--- src/hw/fetch_pkg.sv ---
`default_nettype none

package fetch_pkg;

    // ----------------------------------------------------------------------
    // Fetch geometry
    // ----------------------------------------------------------------------

    // Instructions handed to the instruction buffer per bundle
    localparam int FETCH_WIDTH = 4;

    // Global history length kept by the branch predictor
    localparam int GHR_WIDTH = 8;

    // ----------------------------------------------------------------------
    // Datapath types
    // ----------------------------------------------------------------------

    // Byte address
    typedef logic [31:0] addr_t;

    // One RV32 instruction word
    typedef logic [31:0] inst_t;

    // Memory line, low word at the line address
    typedef logic [2*$bits(inst_t)-1:0] line_t;

    // Snapshot of the global branch history
    typedef logic [GHR_WIDTH-1:0] ghr_t;

    typedef logic [6:0] opcode_t;

    // ----------------------------------------------------------------------
    // RV32 opcodes
    // ----------------------------------------------------------------------

    // BEQ, BNE, BLT, BGE, BLTU, BGEU
    localparam opcode_t RV32_BRANCH = 7'b1100011;

endpackage

`default_nettype wire

--- src/hw/stage_fetch.sv ---
`timescale 1ns/10ps
`default_nettype none

module stage_fetch
    import fetch_pkg::*;
(
    input  logic                      clock,
    input  logic                      reset,

    // Instruction memory
    output logic                      read_valid,
    output addr_t                     read_addr0,
    output addr_t                     read_addr1,
    input  line_t                     line0,
    input  line_t                     line1,
    input  logic                      line_ready,

    // Instruction buffer and retire
    input  logic                      ib_full,
    input  logic                      mispredict,
    input  addr_t                     pc_override,

    // Branch predictor
    output logic                      bp_req_valid,
    output addr_t                     bp_req_pc,
    input  logic                      pred_taken,
    input  addr_t                     pred_target,
    input  ghr_t                      pred_ghr,

    // Bundle to the instruction buffer
    output logic                      ib_bundle_valid,
    output addr_t [FETCH_WIDTH-1:0]   fetch_pc,
    output inst_t [FETCH_WIDTH-1:0]   fetch_inst,
    output logic  [FETCH_WIDTH-1:0]   fetch_is_branch,
    output logic  [FETCH_WIDTH-1:0]   fetch_pred_taken,
    output addr_t [FETCH_WIDTH-1:0]   fetch_pred_target,
    output ghr_t  [FETCH_WIDTH-1:0]   fetch_ghr
);

    localparam int    LANE_W       = $clog2(FETCH_WIDTH);
    localparam addr_t BUNDLE_BYTES = addr_t'(FETCH_WIDTH * 4);

    addr_t pc;
    addr_t pc_next;

    // Both lines side by side, lane 0 in the low word
    logic [FETCH_WIDTH*$bits(inst_t)-1:0] window;
    inst_t                                lane_inst [FETCH_WIDTH];

    logic [FETCH_WIDTH-1:0] lane_is_branch;
    logic                   found_branch;
    logic [LANE_W-1:0]      branch_lane;
    logic                   fetch_stall;

    assign window = {line1, line0};

    // ----------------------------------------------------------------------
    // Lane split and earliest-branch search
    // ----------------------------------------------------------------------

    always_comb begin
        found_branch = 1'b0;
        branch_lane  = '0;
        for (int i = 0; i < FETCH_WIDTH; i++) begin
            lane_inst[i]      = window[i*$bits(inst_t) +: $bits(inst_t)];
            lane_is_branch[i] = line_ready && (lane_inst[i][6:0] == RV32_BRANCH);
            // Program order, first hit wins
            if (!found_branch && lane_is_branch[i]) begin
                found_branch = 1'b1;
                branch_lane  = LANE_W'(i);
            end
        end
    end

    // ----------------------------------------------------------------------
    // Handshakes
    // ----------------------------------------------------------------------

    assign fetch_stall     = !line_ready || ib_full || mispredict;
    assign ib_bundle_valid = !fetch_stall;

    // No reads under back-pressure or while being redirected
    assign read_valid = !ib_full && !mispredict;
    assign read_addr0 = pc;
    assign read_addr1 = pc + 32'd8;

    assign bp_req_valid = ib_bundle_valid && found_branch;
    assign bp_req_pc    = pc + addr_t'({branch_lane, 2'b00});

    // ----------------------------------------------------------------------
    // Bundle
    // ----------------------------------------------------------------------

    always_comb begin
        for (int i = 0; i < FETCH_WIDTH; i++) begin
            fetch_pc[i]          = pc + addr_t'(i * 4);
            fetch_inst[i]        = lane_inst[i];
            fetch_is_branch[i]   = 1'b0;
            fetch_pred_taken[i]  = 1'b0;
            fetch_pred_target[i] = '0;
            fetch_ghr[i]         = '0;
        end
        // Only the chosen branch carries predictor metadata
        if (bp_req_valid) begin
            fetch_is_branch[branch_lane]   = 1'b1;
            fetch_pred_taken[branch_lane]  = pred_taken;
            fetch_pred_target[branch_lane] = pred_target;
            fetch_ghr[branch_lane]         = pred_ghr;
        end
    end

    // ----------------------------------------------------------------------
    // Next PC
    // ----------------------------------------------------------------------

    always_comb begin
        if (mispredict) begin
            pc_next = pc_override;
        end else if (fetch_stall) begin
            pc_next = pc;
        end else if (found_branch && pred_taken) begin
            pc_next = pred_target;
        end else begin
            pc_next = pc + BUNDLE_BYTES;
        end
    end

    always_ff @(posedge clock) begin
        if (reset) begin
            pc <= '0;
        end else begin
            pc <= pc_next;
        end
    end

endmodule

`default_nettype wire

--- config.mk ---
export PLATFORM = sky130hd
export DESIGN_NAME = stage_fetch
export DESIGN_NICKNAME = d
export VERILOG_FILES = /design/src/hw/fetch_pkg.sv /design/src/hw/stage_fetch.sv
export SDC_FILE = /design/constraint.sdc
export NUM_CORES = 1
export LEC_CHECK = 0
export BUFFER_PORTS_ARGS = -buffer_cell sky130_fd_sc_hd__clkbuf_2
export CAP_MARGIN = 10
export CORE_AREA = 2 2 283 285
export DETAILED_ROUTE_END_ITERATION = 6
export DIE_AREA = 0 0 285 287
export MAX_ROUTING_LAYER = met4
export PLACE_DENSITY_LB_ADDON = 0.3
export REMOVE_ABC_BUFFERS = 1
export SLEW_MARGIN = 30
export SYNTH_ARGS = -nofsm -noshare
export SYNTH_HDL_FRONTEND = slang
export SYNTH_SLANG_ARGS = --single-unit
--- constraint.sdc ---
create_clock -name clock -period 11.02 [get_ports clock]
set_input_delay 2.204 -clock clock [delete_from_list [all_inputs] [get_ports clock]]
set_output_delay 2.204 -clock clock [all_outputs]
set_load 0.05 [all_outputs]
**After elaboration in Yosys (flattened, before gate mapping)**

Index checks and enable logic that the tools add are counted.

- Register bits after elaboration: 32
- Bits in latches: 0
- Bits in writable memories: 0
- Memory bits (read-only): 0
- Output and inout port bits: 523
- Logic and storage cells: 56
- Memories kept: 0

- Add/sub/neg operators: 5
- Multiply operators: 0
- Div/mod/pow operators: 0
- Order comparisons: 2
- Eq/ne operators: 5
- Shifts and indexed selects: 0
- Muxes and demuxes: 20
- Bitwise operators: 3
- Reductions and logical operators: 20

Operators with widths:

| cell | number |
|---|---|
| 32-bit two-way mux | 5 |
| 128-bit bitwise AND | 1 |
| 128-bit two-way mux | 1 |
| 32-bit by 4-bit adder with 32-bit output, second input constant | 2 |
| 32-bit demux with 2-bit select | 1 |
| 32-bit by 3-bit adder with 32-bit output, second input constant | 1 |
| 32-bit by 4-bit adder with 32-bit output | 1 |
| 32-bit by 5-bit adder with 32-bit output, second input constant | 1 |
| 32-bit bitwise AND | 1 |
| 7-bit == test, second input constant | 4 |
| 8-bit demux with 2-bit select | 1 |
| 1-bit logical AND | 11 |
| 4-bit two-way mux | 2 |
| 8-bit two-way mux | 1 |
| 1-bit logical NOT | 7 |
| 1-bit two-way mux | 6 |
| 4-bit bitwise AND | 1 |
| 2-bit two-way mux | 2 |
| 2-bit by 3-bit less-than comparator with 1-bit output, second input constant | 1 |
| 1-bit demux with 2-bit select | 1 |
| 2-bit by 1-bit >= comparator with 1-bit output, second input constant | 1 |
| 1-bit logical OR | 2 |
| 2-bit inequality test, second input constant | 1 |

**Logic depth before layout (Yosys ltp)**

Gate-level depths: netlist of run 1.

- Word-level depth: 18
- Gate-level depth with buffers: 11
- Mapped depth without buffers: 10

**Least setup slack after synthesis of run 1**

OpenSTA, ideal clock, no wires.

- Path kind: input to output
- From: in line_ready
- To: out bp_req_pc[19]
- Arrival: 5.204 ns
- Required time: 8.816 ns
- Setup slack: 3.612 ns
- Stages: 11
- Path buffers: 1
- Cells stage by stage: buf_2 > nand4b_1 > or4_1 > nand2_1 > a21oi_1 > ha_1 > a21o_1 > nor4b_1 > nand3_1 > nor2_1 > xor2_1

- Word-level cells in the longest chain between the ends: 12
- Elaborated cells between the ends (all ways): 17
- Classes of those cells: add/sub (1); mux (6); reduce/logical (10)

Ends and longest elaborated chain:

| item | line | source |
|---|---|---|
| start, declared | stage_fetch.sv:16 | `input logic line_ready,` |
| 1-bit logical AND | stage_fetch.sv:66 | `lane_is_branch[i] = line_ready && (lane_inst[i][6:0] == RV32_BRANCH);` |
| 1-bit two-way mux | stage_fetch.sv:68 | `if (!found_branch && lane_is_branch[i]) begin` |
| 1-bit logical NOT | stage_fetch.sv:68 |  |
| 1-bit logical AND | stage_fetch.sv:68 |  |
| 1-bit two-way mux | stage_fetch.sv:68 |  |
| 1-bit logical NOT | stage_fetch.sv:68 |  |
| 1-bit logical AND | stage_fetch.sv:68 |  |
| 1-bit two-way mux | stage_fetch.sv:68 |  |
| 1-bit logical NOT | stage_fetch.sv:68 |  |
| 1-bit logical AND | stage_fetch.sv:68 |  |
| 2-bit two-way mux * | stage_fetch.sv:68 |  |
| 32-bit by 4-bit adder with 32-bit output * | stage_fetch.sv:88 | `assign bp_req_pc = pc + addr_t'({branch_lane, 2'b00});` |
| end, declared | stage_fetch.sv:25 | `output addr_t bp_req_pc,` |

Mark *: on every way between the ends. The rest lies on a longest branch, timed or not.

**Final worst setup path of run 1**

- From: in line_ready
- To: out bp_req_pc[21]

The elaborated chain is that of the path after synthesis.

==> flow_summary.yaml, run 1 <==
worst_setup_path:
  cp_num_buf_inv: 2
  worst-r2r-cell-count: 6
  setup.worst_path.start_class: "input pin"
  crit_fanout: 10
  cp_slowest_cell: "nor3_1"
  crit_type: "input pin to primary output"
  crit_path_max_incr_delay_ps: 610
  worstPathArrival_ps: 5670
  path_cells: "clkbuf_2 > nand4b_1 > or4_1 > nand2_1 > a21oi_1 > ha_1 > a21o_1 > nand4_1 > nor3_1 > nand2_1 > xnor2_1 > clkbuf_2"
  r2r_slack_ps: 7480
  required_ps: 8820
  cp.depth: 12
  crit_path_end_kind: "primary output"
  cp_top_family: "simple AND/OR/NAND/NOR gates"
routing:
  drt-initial-drc-count: 452
  dr.pass1.iters: 5
  drc: 0
  vias: 8362
  ant_nets: 0
  via_per_inst: 3.54
  routed_wl_um: 67000
  avgRoutedWirePerCell_um: 28.3
sta:
  setup_slack_ps: 3150
  period_share_pct: 71.5
  drv_slew: 0
  hold_ws_ps: 489
  fin_crit_ps: 7870
  tns_ps: 0
  max_freq_ghz: 0.127
  hold_violations: 0
  slew_headroom_pct: 31.5
  rsz0062_at_grt: "false"
  finClkSkew_ps: 14.9
  tightest_slew_ps: 1020
  setup_viol: 0
floorplan:
  die-height_um: 287
  dieArea_um2: 81800
  initial_utilization_pct: 8.91
  fp.coreArea_um2: 78600
  die_w_um: 285
  ioPinCount: 729
  num_rows: 103
placed_design:
  hpwlAfterDp_um: 54100
  dp_cells: 2342
  place_area_um2: 9440
  gp_congestion: 0.759
  dp_slack_ps: 3050
  port_buffers: 528
power_and_ir_drop:
  peakVddDrop_v: 0.0000512
  power_leakage_nw: 4.72
  pwr_density_cell_nw_per_um2: 79.0
  p_total_mw: 0.761
clock_network:
  cts.sinks: 32
  cts-root-buf: "clkbuf_16"
  path_clk_slew_ps: 70
  postCtsSetupBuffers: 0
  clk-insertion-delay-late_ps: 330
  cts_resized: 0
  cts_tree: "done"
  cts_hold_buffers: 0
  cts_made_buffers: 5
  clockBufferDepth: 2
  h-tree-depth: 2
flow_run:
  drv_cap: 0
logic_synthesis:
  synthDistinctLibCells: 55
  ys_warn_count: 0
  seq_area_frac_synth_pct: 9.14
  synth_top_flop_cell: "dfxtp_1"
  syn_area_per_cell_um2: 6.92
  syn_inst: 1012
  netlist_area_um2: 7010
  synth_async_sr_flop_share_pct: 0
  synth-edff-count: 0
  synth_seq_cells: 32
outcome:
  status: "finished, final reports clean"
global_routing:
  grt_pass1_vias: 7529
  gr-total-overflow: 0
  antenna_found_initial: 14
  track_usage_pct: 16.1
  grt_pass1_wl_um: 83800
  grt_max_degree: 47
finish:
  final_cells: 2365
  fin_util_pct: 12.2
  drive_above_1_share_pct: 45.6
  area_growth_pct: 37.4
  stdcell_area_um2: 9630
  largest_reg_flops: 32
  nets: 1513
min_path:
  hold_class: "register to register"
  hold_depth: 1
## report_power, final
part           total (mW)  switching (mW)  internal [mW]
Combinational       0.431           0.338         0.0935
Clock               0.171          0.0865         0.0843
Sequential          0.158          0.0347          0.124
Total               0.761           0.459          0.302
## kinds of logic (layout without fill, tap and decap cells)
family,count (synthesis),in the layout,share of synthesized area (%)
compound gates,94,94,9.34
xor+xnor,133,133,16.6
fa+ha+maj,8,8,1.54
buf+inv,300,588,27.4
flops,32,32,9.14
mux,10,10,1.43
other cells,0,15,0
simple gates,435,435,34.5
## layer usage
metal  vias up  share of wire [%]  GRT usage [%]
met5         -                  0              -
met4         0               0.43           1.69
met3        10                 17           12.7
met2       695                 40           21.8
met1      3917                 43           19.0
li1       3740                  -              -
## cells in the final DEF, fill, tap and decap left out, types with 5 or more instances in the layout
master     instances
nand2b_1           5
and4_1             8
xor2_1            36
a211oi_1          12
nor2b_1            8
o21ai_0            6
a21oi_1           32
clkbuf_2         527
nand3_1           17
a221oi_1          12
inv_1             18
nor3_2             7
buf_4             34
dfxtp_1           29
ha_1               7
nand4_1           14
mux2i_1           10
nor2_1            61
clkbuf_16          5
o31ai_1            9
nor4_1            10
and3_1            47
nand2_1           89
diode_2           15
and2_1           133
xnor2_1           97
nor3_1             9
## final cells by class
class,instances,area (um2)
antenna,15,37.5
fill,9246,69000
inverter,19,71.3
clock buffer,5,125
sequential,32,644
tap,1050,1310
clock inverter,3,18.8
multi-input combinational,680,4520
timing repair buffer,561,2890
## synth_stat cells, types with 8 or more instances
cell type | n | area share [%]
nor4_1 | 13 | 1.2
a211oi_1 | 12 | 1.3
mux2i_1 | 10 | 1.4
and4_1 | 8 | 1.0
dfxtp_1 | 32 | 9.1
nand3_1 | 17 | 1.2
and3_1 | 47 | 4.2
nor2_1 | 61 | 3.3
a221oi_1 | 12 | 1.5
buf_2 | 13 | 0.93
nor2b_1 | 9 | 0.80
buf_4 | 205 | 22
and2_1 | 133 | 12
nor3_1 | 14 | 1.0
o31ai_1 | 9 | 0.96
xor2_1 | 36 | 4.5
xnor2_1 | 97 | 12
buf_1 | 8 | 0.43
nand2_1 | 89 | 4.8
nand4_1 | 14 | 1.2
a21oi_1 | 32 | 2.3
clkbuf_1 | 54 | 2.9
inv_1 | 19 | 1.0
## worst paths after layout
check,start,end
worst min register to register,read_addr0[2],read_addr0[2]
worst min-delay path,read_addr0[2],read_addr0[2]
worst max register to register,read_addr0[4],read_addr0[28]
worst max-delay path,line_ready,bp_req_pc[21]
Note: power is estimated with default switching activity, not from simulation.
==> run 2: changes to the inputs <==
--- a/config.mk
+++ b/config.mk
@@ -5,11 +5,12 @@
 export SDC_FILE = /design/constraint.sdc
 export NUM_CORES = 1
 export LEC_CHECK = 0
+export ABC_AREA = 1
 export BUFFER_PORTS_ARGS = -buffer_cell sky130_fd_sc_hd__clkbuf_2
 export CAP_MARGIN = 10
-export CORE_AREA = 2 2 283 285
+export CORE_AREA = 2 2 280 282
 export DETAILED_ROUTE_END_ITERATION = 6
-export DIE_AREA = 0 0 285 287
+export DIE_AREA = 0 0 282 284
 export MAX_ROUTING_LAYER = met4
 export PLACE_DENSITY_LB_ADDON = 0.3
 export REMOVE_ABC_BUFFERS = 1
==> constraint.sdc (replaced) <==
create_clock -name clock -period 6.6 [get_ports clock]
set_input_delay 1.32 -clock clock [delete_from_list [all_inputs] [get_ports clock]]
set_output_delay 1.32 -clock clock [all_outputs]
set_load 0.05 [all_outputs]
==> flow_summary.yaml, run 2 <==
power_and_ir_drop:
  p_total_mw: 1.38
  pwr_density_cell_nw_per_um2: 141
  power_leakage_nw: 5.04
  peakVddDrop_v: 0.0000764
global_routing:
  grt_pass1_vias: 8138
  grt_util_met3_pct: 15.4
  grt.met2_usage_pct: 23.4
  grt_pass1_wl_um: 90800
  grtUsageMet1_pct: 21.5
  grt_max_degree: 47
  top_usage_layer: "met2"
  gr-total-overflow: 0
  antenna_found_initial: 25
  track_usage_pct: 18.1
floorplan:
  fp.coreArea_um2: 77000
  die_w_um: 282
  num_rows: 102
  dieArea_um2: 80100
  ioPinCount: 729
  initial_utilization_pct: 8.66
  die-height_um: 284
sta:
  tns_ps: 0
  tightest_slew_ps: 955
  max_freq_ghz: 0.186
  slew_headroom_pct: 36.3
  finClkSkew_ps: 9.68
  setup_viol: 0
  rsz0062_at_grt: "false"
  hold_ws_ps: 533
  hold_violations: 0
  drv_slew: 0
  fin_crit_ps: 5370
  period_share_pct: 81.3
logic_synthesis:
  synth_top_cell_area_share_pct: 23.2
  synthDistinctLibCells: 34
  synth_async_sr_flop_share_pct: 0
  synth_seq_cells: 32
  netlist_area_um2: 6660
  synth-edff-count: 0
  yosysMostFrequentCell: "nor2_1"
  syn_area_per_cell_um2: 5.54
  synth_top_cell_by_area: "buf_4"
  ys_top_cells_by_count: "271 x nor2_1, 238 x nand2_1, 206 x buf_4, 112 x inv_1, 74 x xor2_1"
  ys_warn_count: 0
  syn_inst: 1203
  synth.area.top_cells: "buf_4 23%, nor2_1 15%, nand2_1 13%"
  synth_top_flop_cell: "dfxtp_1"
  seq_area_frac_synth_pct: 9.61
worst_setup_path:
  cp_slowest_cell: "nor2_1"
  required_ps: 5280
  setup.worst_path.start_class: "input pin"
  crit_path_end_kind: "primary output"
  crit_fanout: 4
  crit_type: "input pin to primary output"
  worstPathArrival_ps: 4050
  path_cells: "clkbuf_2 > nand2_1 > inv_1 > nand2_1 > nor2_1 > nor2_1 > inv_1 > nor2_1 > ha_1 > a21oi_1 > buf_4 > nor2_1 > nand2_1 > nor2_1 > xor2_1 > clkbuf_2"
  crit_path_max_incr_delay_ps: 360
  cp_common_cell: "nor2_1"
routing:
  drc: 0
  avgRoutedWirePerCell_um: 28.7
  ant_nets: 0
  via_per_inst: 3.44
  vias: 8804
  dr.pass1.iters: 5
  drt-initial-drc-count: 465
  routed_wl_um: 73400
clock_network:
  clk-insertion-delay-late_ps: 300
  cts_resized: 0
  cts_hold_buffers: 0
  cts_made_buffers: 5
  path_clk_slew_ps: 60
  cts-root-buf: "clkbuf_16"
  cts_tree: "done"
  clockBufferDepth: 2
  postCtsSetupBuffers: 0
  h-tree-depth: 2
  cts.sinks: 32
finish:
  largest_reg_flops: 32
  drive_above_1_share_pct: 38.8
  area_growth_pct: 46.2
  stdcell_area_um2: 9740
  final_common_cell: "clkbuf_2"
  final_cell_mix: "491 x clkbuf_2, 271 x nor2_1, 234 x nand2_1"
  fillers: 9102
  nets: 1709
min_path:
  hold_class: "register to register"
placed_design:
  place_area_um2: 9520
  port_buffers: 528
  gp_congestion: 0.847
  hpwlAfterDp_um: 62000
outcome:
  status: "finished, final reports clean"
flow_run:
  drv_cap: 0
run 2: final cells by class:
type                            count  area [um2]  area share [%]
Clock inverter                      2        35.0           0.360
Inverter                          121         454            4.66
Sequential cell                    32         641            6.58
Tap cell                         1040        1300            13.4
Antenna cell                       23        57.6           0.591
Multi-Input combinational cell    791        3800            39.1
Clock buffer                        6         129            1.32
Timing Repair Buffer              544        3320            34.1
run 2: critical path, delay by kind of cell:
| kind | cells | cell delay (ps) |
|---|---|---|
| xor gates and xnor gates | 1 | 160 |
| AOI/OAI and AO/OA | 1 | 70 |
| adders and majority gates | 1 | 330 |
| and+or+nand+nor | 8 | 1350 |
| buffers and inverters | 5 | 810 |
run 2: logic make-up after synthesis:
group,Yosys count,synth area share (%)
AND/OR/NAND/NOR,581,34.8
buffers and inverters,380,33.7
AO/OA/AOI/OAI,121,9.59
XOR/XNOR,81,10.8
flip-flops,32,9.61
adder cells (fa/ha/maj),8,1.61
run 2: report_power, final:
part / internal [mW] / total (mW) / switching (mW) / leakage [nW]
clock network: 0.178 / 0.289 / 0.111 / 0.0810
logic: 0.156 / 0.826 / 0.670 / 4.70
registers: 0.208 / 0.261 / 0.0537 / 0.264
run 2: per-layer routing:
metal	up-vias	wire length, um	part of all wire (%)
li1	4068	-	-
met1	3987	31900	43
met2	733	27500	38
met3	16	13600	19
met4	0	310	0.42
met5	-	0	0
run 2: worst paths after layout:
| check | cells after the start | slack (ps) | from | end |
|---|---|---|---|---|
| max | 16 | 1230 | line0[32] | bp_req_pc[21] |
| min | 2 | 530 | read_addr0[31] | read_addr0[31] |
| max reg2reg | 10 | 3790 | read_addr0[4] | read_addr0[20] |
| min reg2reg | 2 | 530 | read_addr0[31] | read_addr0[31] |
run 2: through the flow:
stage               utilization, %  std cells  setup slack, ps
finish                        12.7       2559             1230
global route                  12.7       2559              902
CTS                           12.6       2536             1100
detailed placement            12.4       2528             1110
global placement              12.4       2528             1170
floorplan                        -        944              387
==> run 3: changes to the inputs <==
--- a/config.mk
+++ b/config.mk
@@ -8,9 +8,9 @@
 export ABC_AREA = 1
 export BUFFER_PORTS_ARGS = -buffer_cell sky130_fd_sc_hd__clkbuf_2
 export CAP_MARGIN = 10
-export CORE_AREA = 2 2 280 282
+export CORE_AREA = 2 2 284 286
 export DETAILED_ROUTE_END_ITERATION = 6
-export DIE_AREA = 0 0 282 284
+export DIE_AREA = 0 0 286 288
 export MAX_ROUTING_LAYER = met4
 export PLACE_DENSITY_LB_ADDON = 0.3
 export REMOVE_ABC_BUFFERS = 1
==> constraint.sdc (replaced) <==
create_clock -name clock -period 5.1 [get_ports clock]
set_input_delay 1.02 -clock clock [delete_from_list [all_inputs] [get_ports clock]]
set_output_delay 1.02 -clock clock [all_outputs]
set_load 0.05 [all_outputs]
==> flow_summary.yaml, run 3 (synthesized netlist as in run 2, its figures left out) <==
worst_setup_path:
  path_cells: "clkbuf_2 > nand2_1 > inv_1 > nand2_1 > nor2_2 > nor2_1 > inv_1 > nor2_1 > ha_1 > a21oi_2 > nor2_1 > nand2_1 > xor2_1 > clkbuf_2"
  crit_path_max_incr_delay_ps: 490
  crit_type: "input pin to primary output"
  cp_slowest_cell: "a21oi_2"
  r2r_slack_ps: 2400
  cp_top_family: "simple AND/OR/NAND/NOR gates"
  crit_fanout: 4
  worstPathArrival_ps: 3710
  required_ps: 4080
  setup.worst_path.start_class: "input pin"
  crit_path_end_kind: "primary output"
  cp_num_buf_inv: 4
power_and_ir_drop:
  switching_share_pct: 60.9
  combPwrFrac_pct: 59.8
  peakVddDrop_v: 0.000104
  power_switching_mw: 1.10
  pwr_density_cell_nw_per_um2: 183
  p_int_mw: 0.708
  p_clk_share_pct: 21.8
  power_leakage_nw: 5.10
  power_frac_seq_pct: 18.4
routing:
  via_per_inst: 3.45
  routed_wl_um: 72200
  ant_nets: 0
  avgRoutedWirePerCell_um: 28.0
  dr.pass1.iters: 5
  drc: 0
  drt-initial-drc-count: 466
  vias: 8911
sta:
  slew_headroom_pct: 42.3
  period_share_pct: 92.7
  hold_violations: 0
  tns_ps: 0
  max_freq_ghz: 0.212
  tightest_slew_ps: 866
  drv_slew: 0
  setup_viol: 0
  fin_crit_ps: 4730
  rsz0062_at_grt: "false"
  finClkSkew_ps: 8.46
placed_design:
  gp_congestion: 0.786
  hpwlAfterDp_um: 62000
  port_buffers: 528
global_routing:
  antenna_found_initial: 19
  gr-total-overflow: 0
  track_usage_pct: 17.4
  grt_pass1_vias: 8210
  grt_pass1_wl_um: 90300
  grt_max_degree: 47
floorplan:
  die_w_um: 286
  die-height_um: 288
  dieArea_um2: 82400
  num_rows: 104
  ioPinCount: 729
  fp.coreArea_um2: 79600
  initial_utilization_pct: 8.37
min_path:
  hold_class: "register to register"
finish:
  nets: 1719
  largest_reg_flops: 32
  drive_above_1_share_pct: 39.4
  area_growth_pct: 48.9
  fin_util_pct: 12.5
  final_cell_mix: "484 x clkbuf_2, 270 x nor2_1, 234 x nand2_1"
  final_common_cell: "clkbuf_2"
clock_network:
  path_clk_slew_ps: 70
  clockBufferDepth: 2
  cts_tree: "done"
  postCtsSetupBuffers: 0
  h-tree-depth: 2
  cts.sinks: 32
  clk-insertion-delay-late_ps: 320
  cts-root-buf: "clkbuf_16"
  cts_made_buffers: 5
outcome:
  status: "finished, final reports clean"
flow_run:
  drv_cap: 0
-- run 3: layer usage --
layer	routed length, um	vias up	global-route usage [%]	share of wire [%]
met1	32300	4099	21.6	45
met4	450	0	2.05	0.62
met5	0	-	-	0
met2	26900	725	22.2	37
li1	-	4076	-	-
met3	12500	11	13.5	17
-- run 3: area by class of cell --
type                    count  area, um2
diodes                     15       37.5
clock buffers               6        129
clock inverters             2       35.0
fillers                  9518      69700
inverters                 121        454
multi-input cells         791       3800
flip-flops and latches     32        642
well taps                1060       1330
repair buffers            554       3500
-- run 3: worst min-delay path: stages (launching register included) --
cell     delay (ps)
dfxtp_1         350
nand2_1          70
a21oi_1          60
-- run 3: metrics by stage --
step | std cells | worst slack, ps | area [um2] | power, mW | hold slack [ps]
CTS | 2566 | 190 | 9880 | 1.87 | 526
floorplan | 944 | -813 | 4870 | 0.985 | 925
global placement | 2558 | -213 | 9710 | 1.45 | 512
detailed placement | 2558 | 193 | 9710 | 1.45 | 515
global route | 2581 | 163 | 9920 | 1.91 | 592
finish | 2581 | 373 | 9920 | 1.81 | 522
-- run 3: final timing paths --
| check | from | to | cells after the start |
|---|---|---|---|
| worst max-delay path | line0[0] | bp_req_pc[17] | 14 |
| worst min-delay path | read_addr0[31] | read_addr0[31] | 2 |
| worst max register to register | read_addr0[5] | read_addr0[20] | 10 |
| worst min register to register | read_addr0[31] | read_addr0[31] | 2 |
-- run 3: power by group through the flow --
| stage | Sequential (mW) | Clock (mW) | Combinational (mW) |
|---|---|---|---|
| after floorplan | 0.461 | 0 | 0.524 |
| after global placement | 0.343 | 0 | 1.10 |
| after detailed placement | 0.343 | 0 | 1.10 |
| after CTS | 0.337 | 0.427 | 1.11 |
| after global routing | 0.338 | 0.428 | 1.15 |
| final | 0.333 | 0.395 | 1.08 |
-- run 3: repair_timing --
item | 4_1_cts | 5_1_grt
hold buffers | 0 | 0
endpoints found under the setup margin | 0 | 1
gates resized for setup | 0 | 1
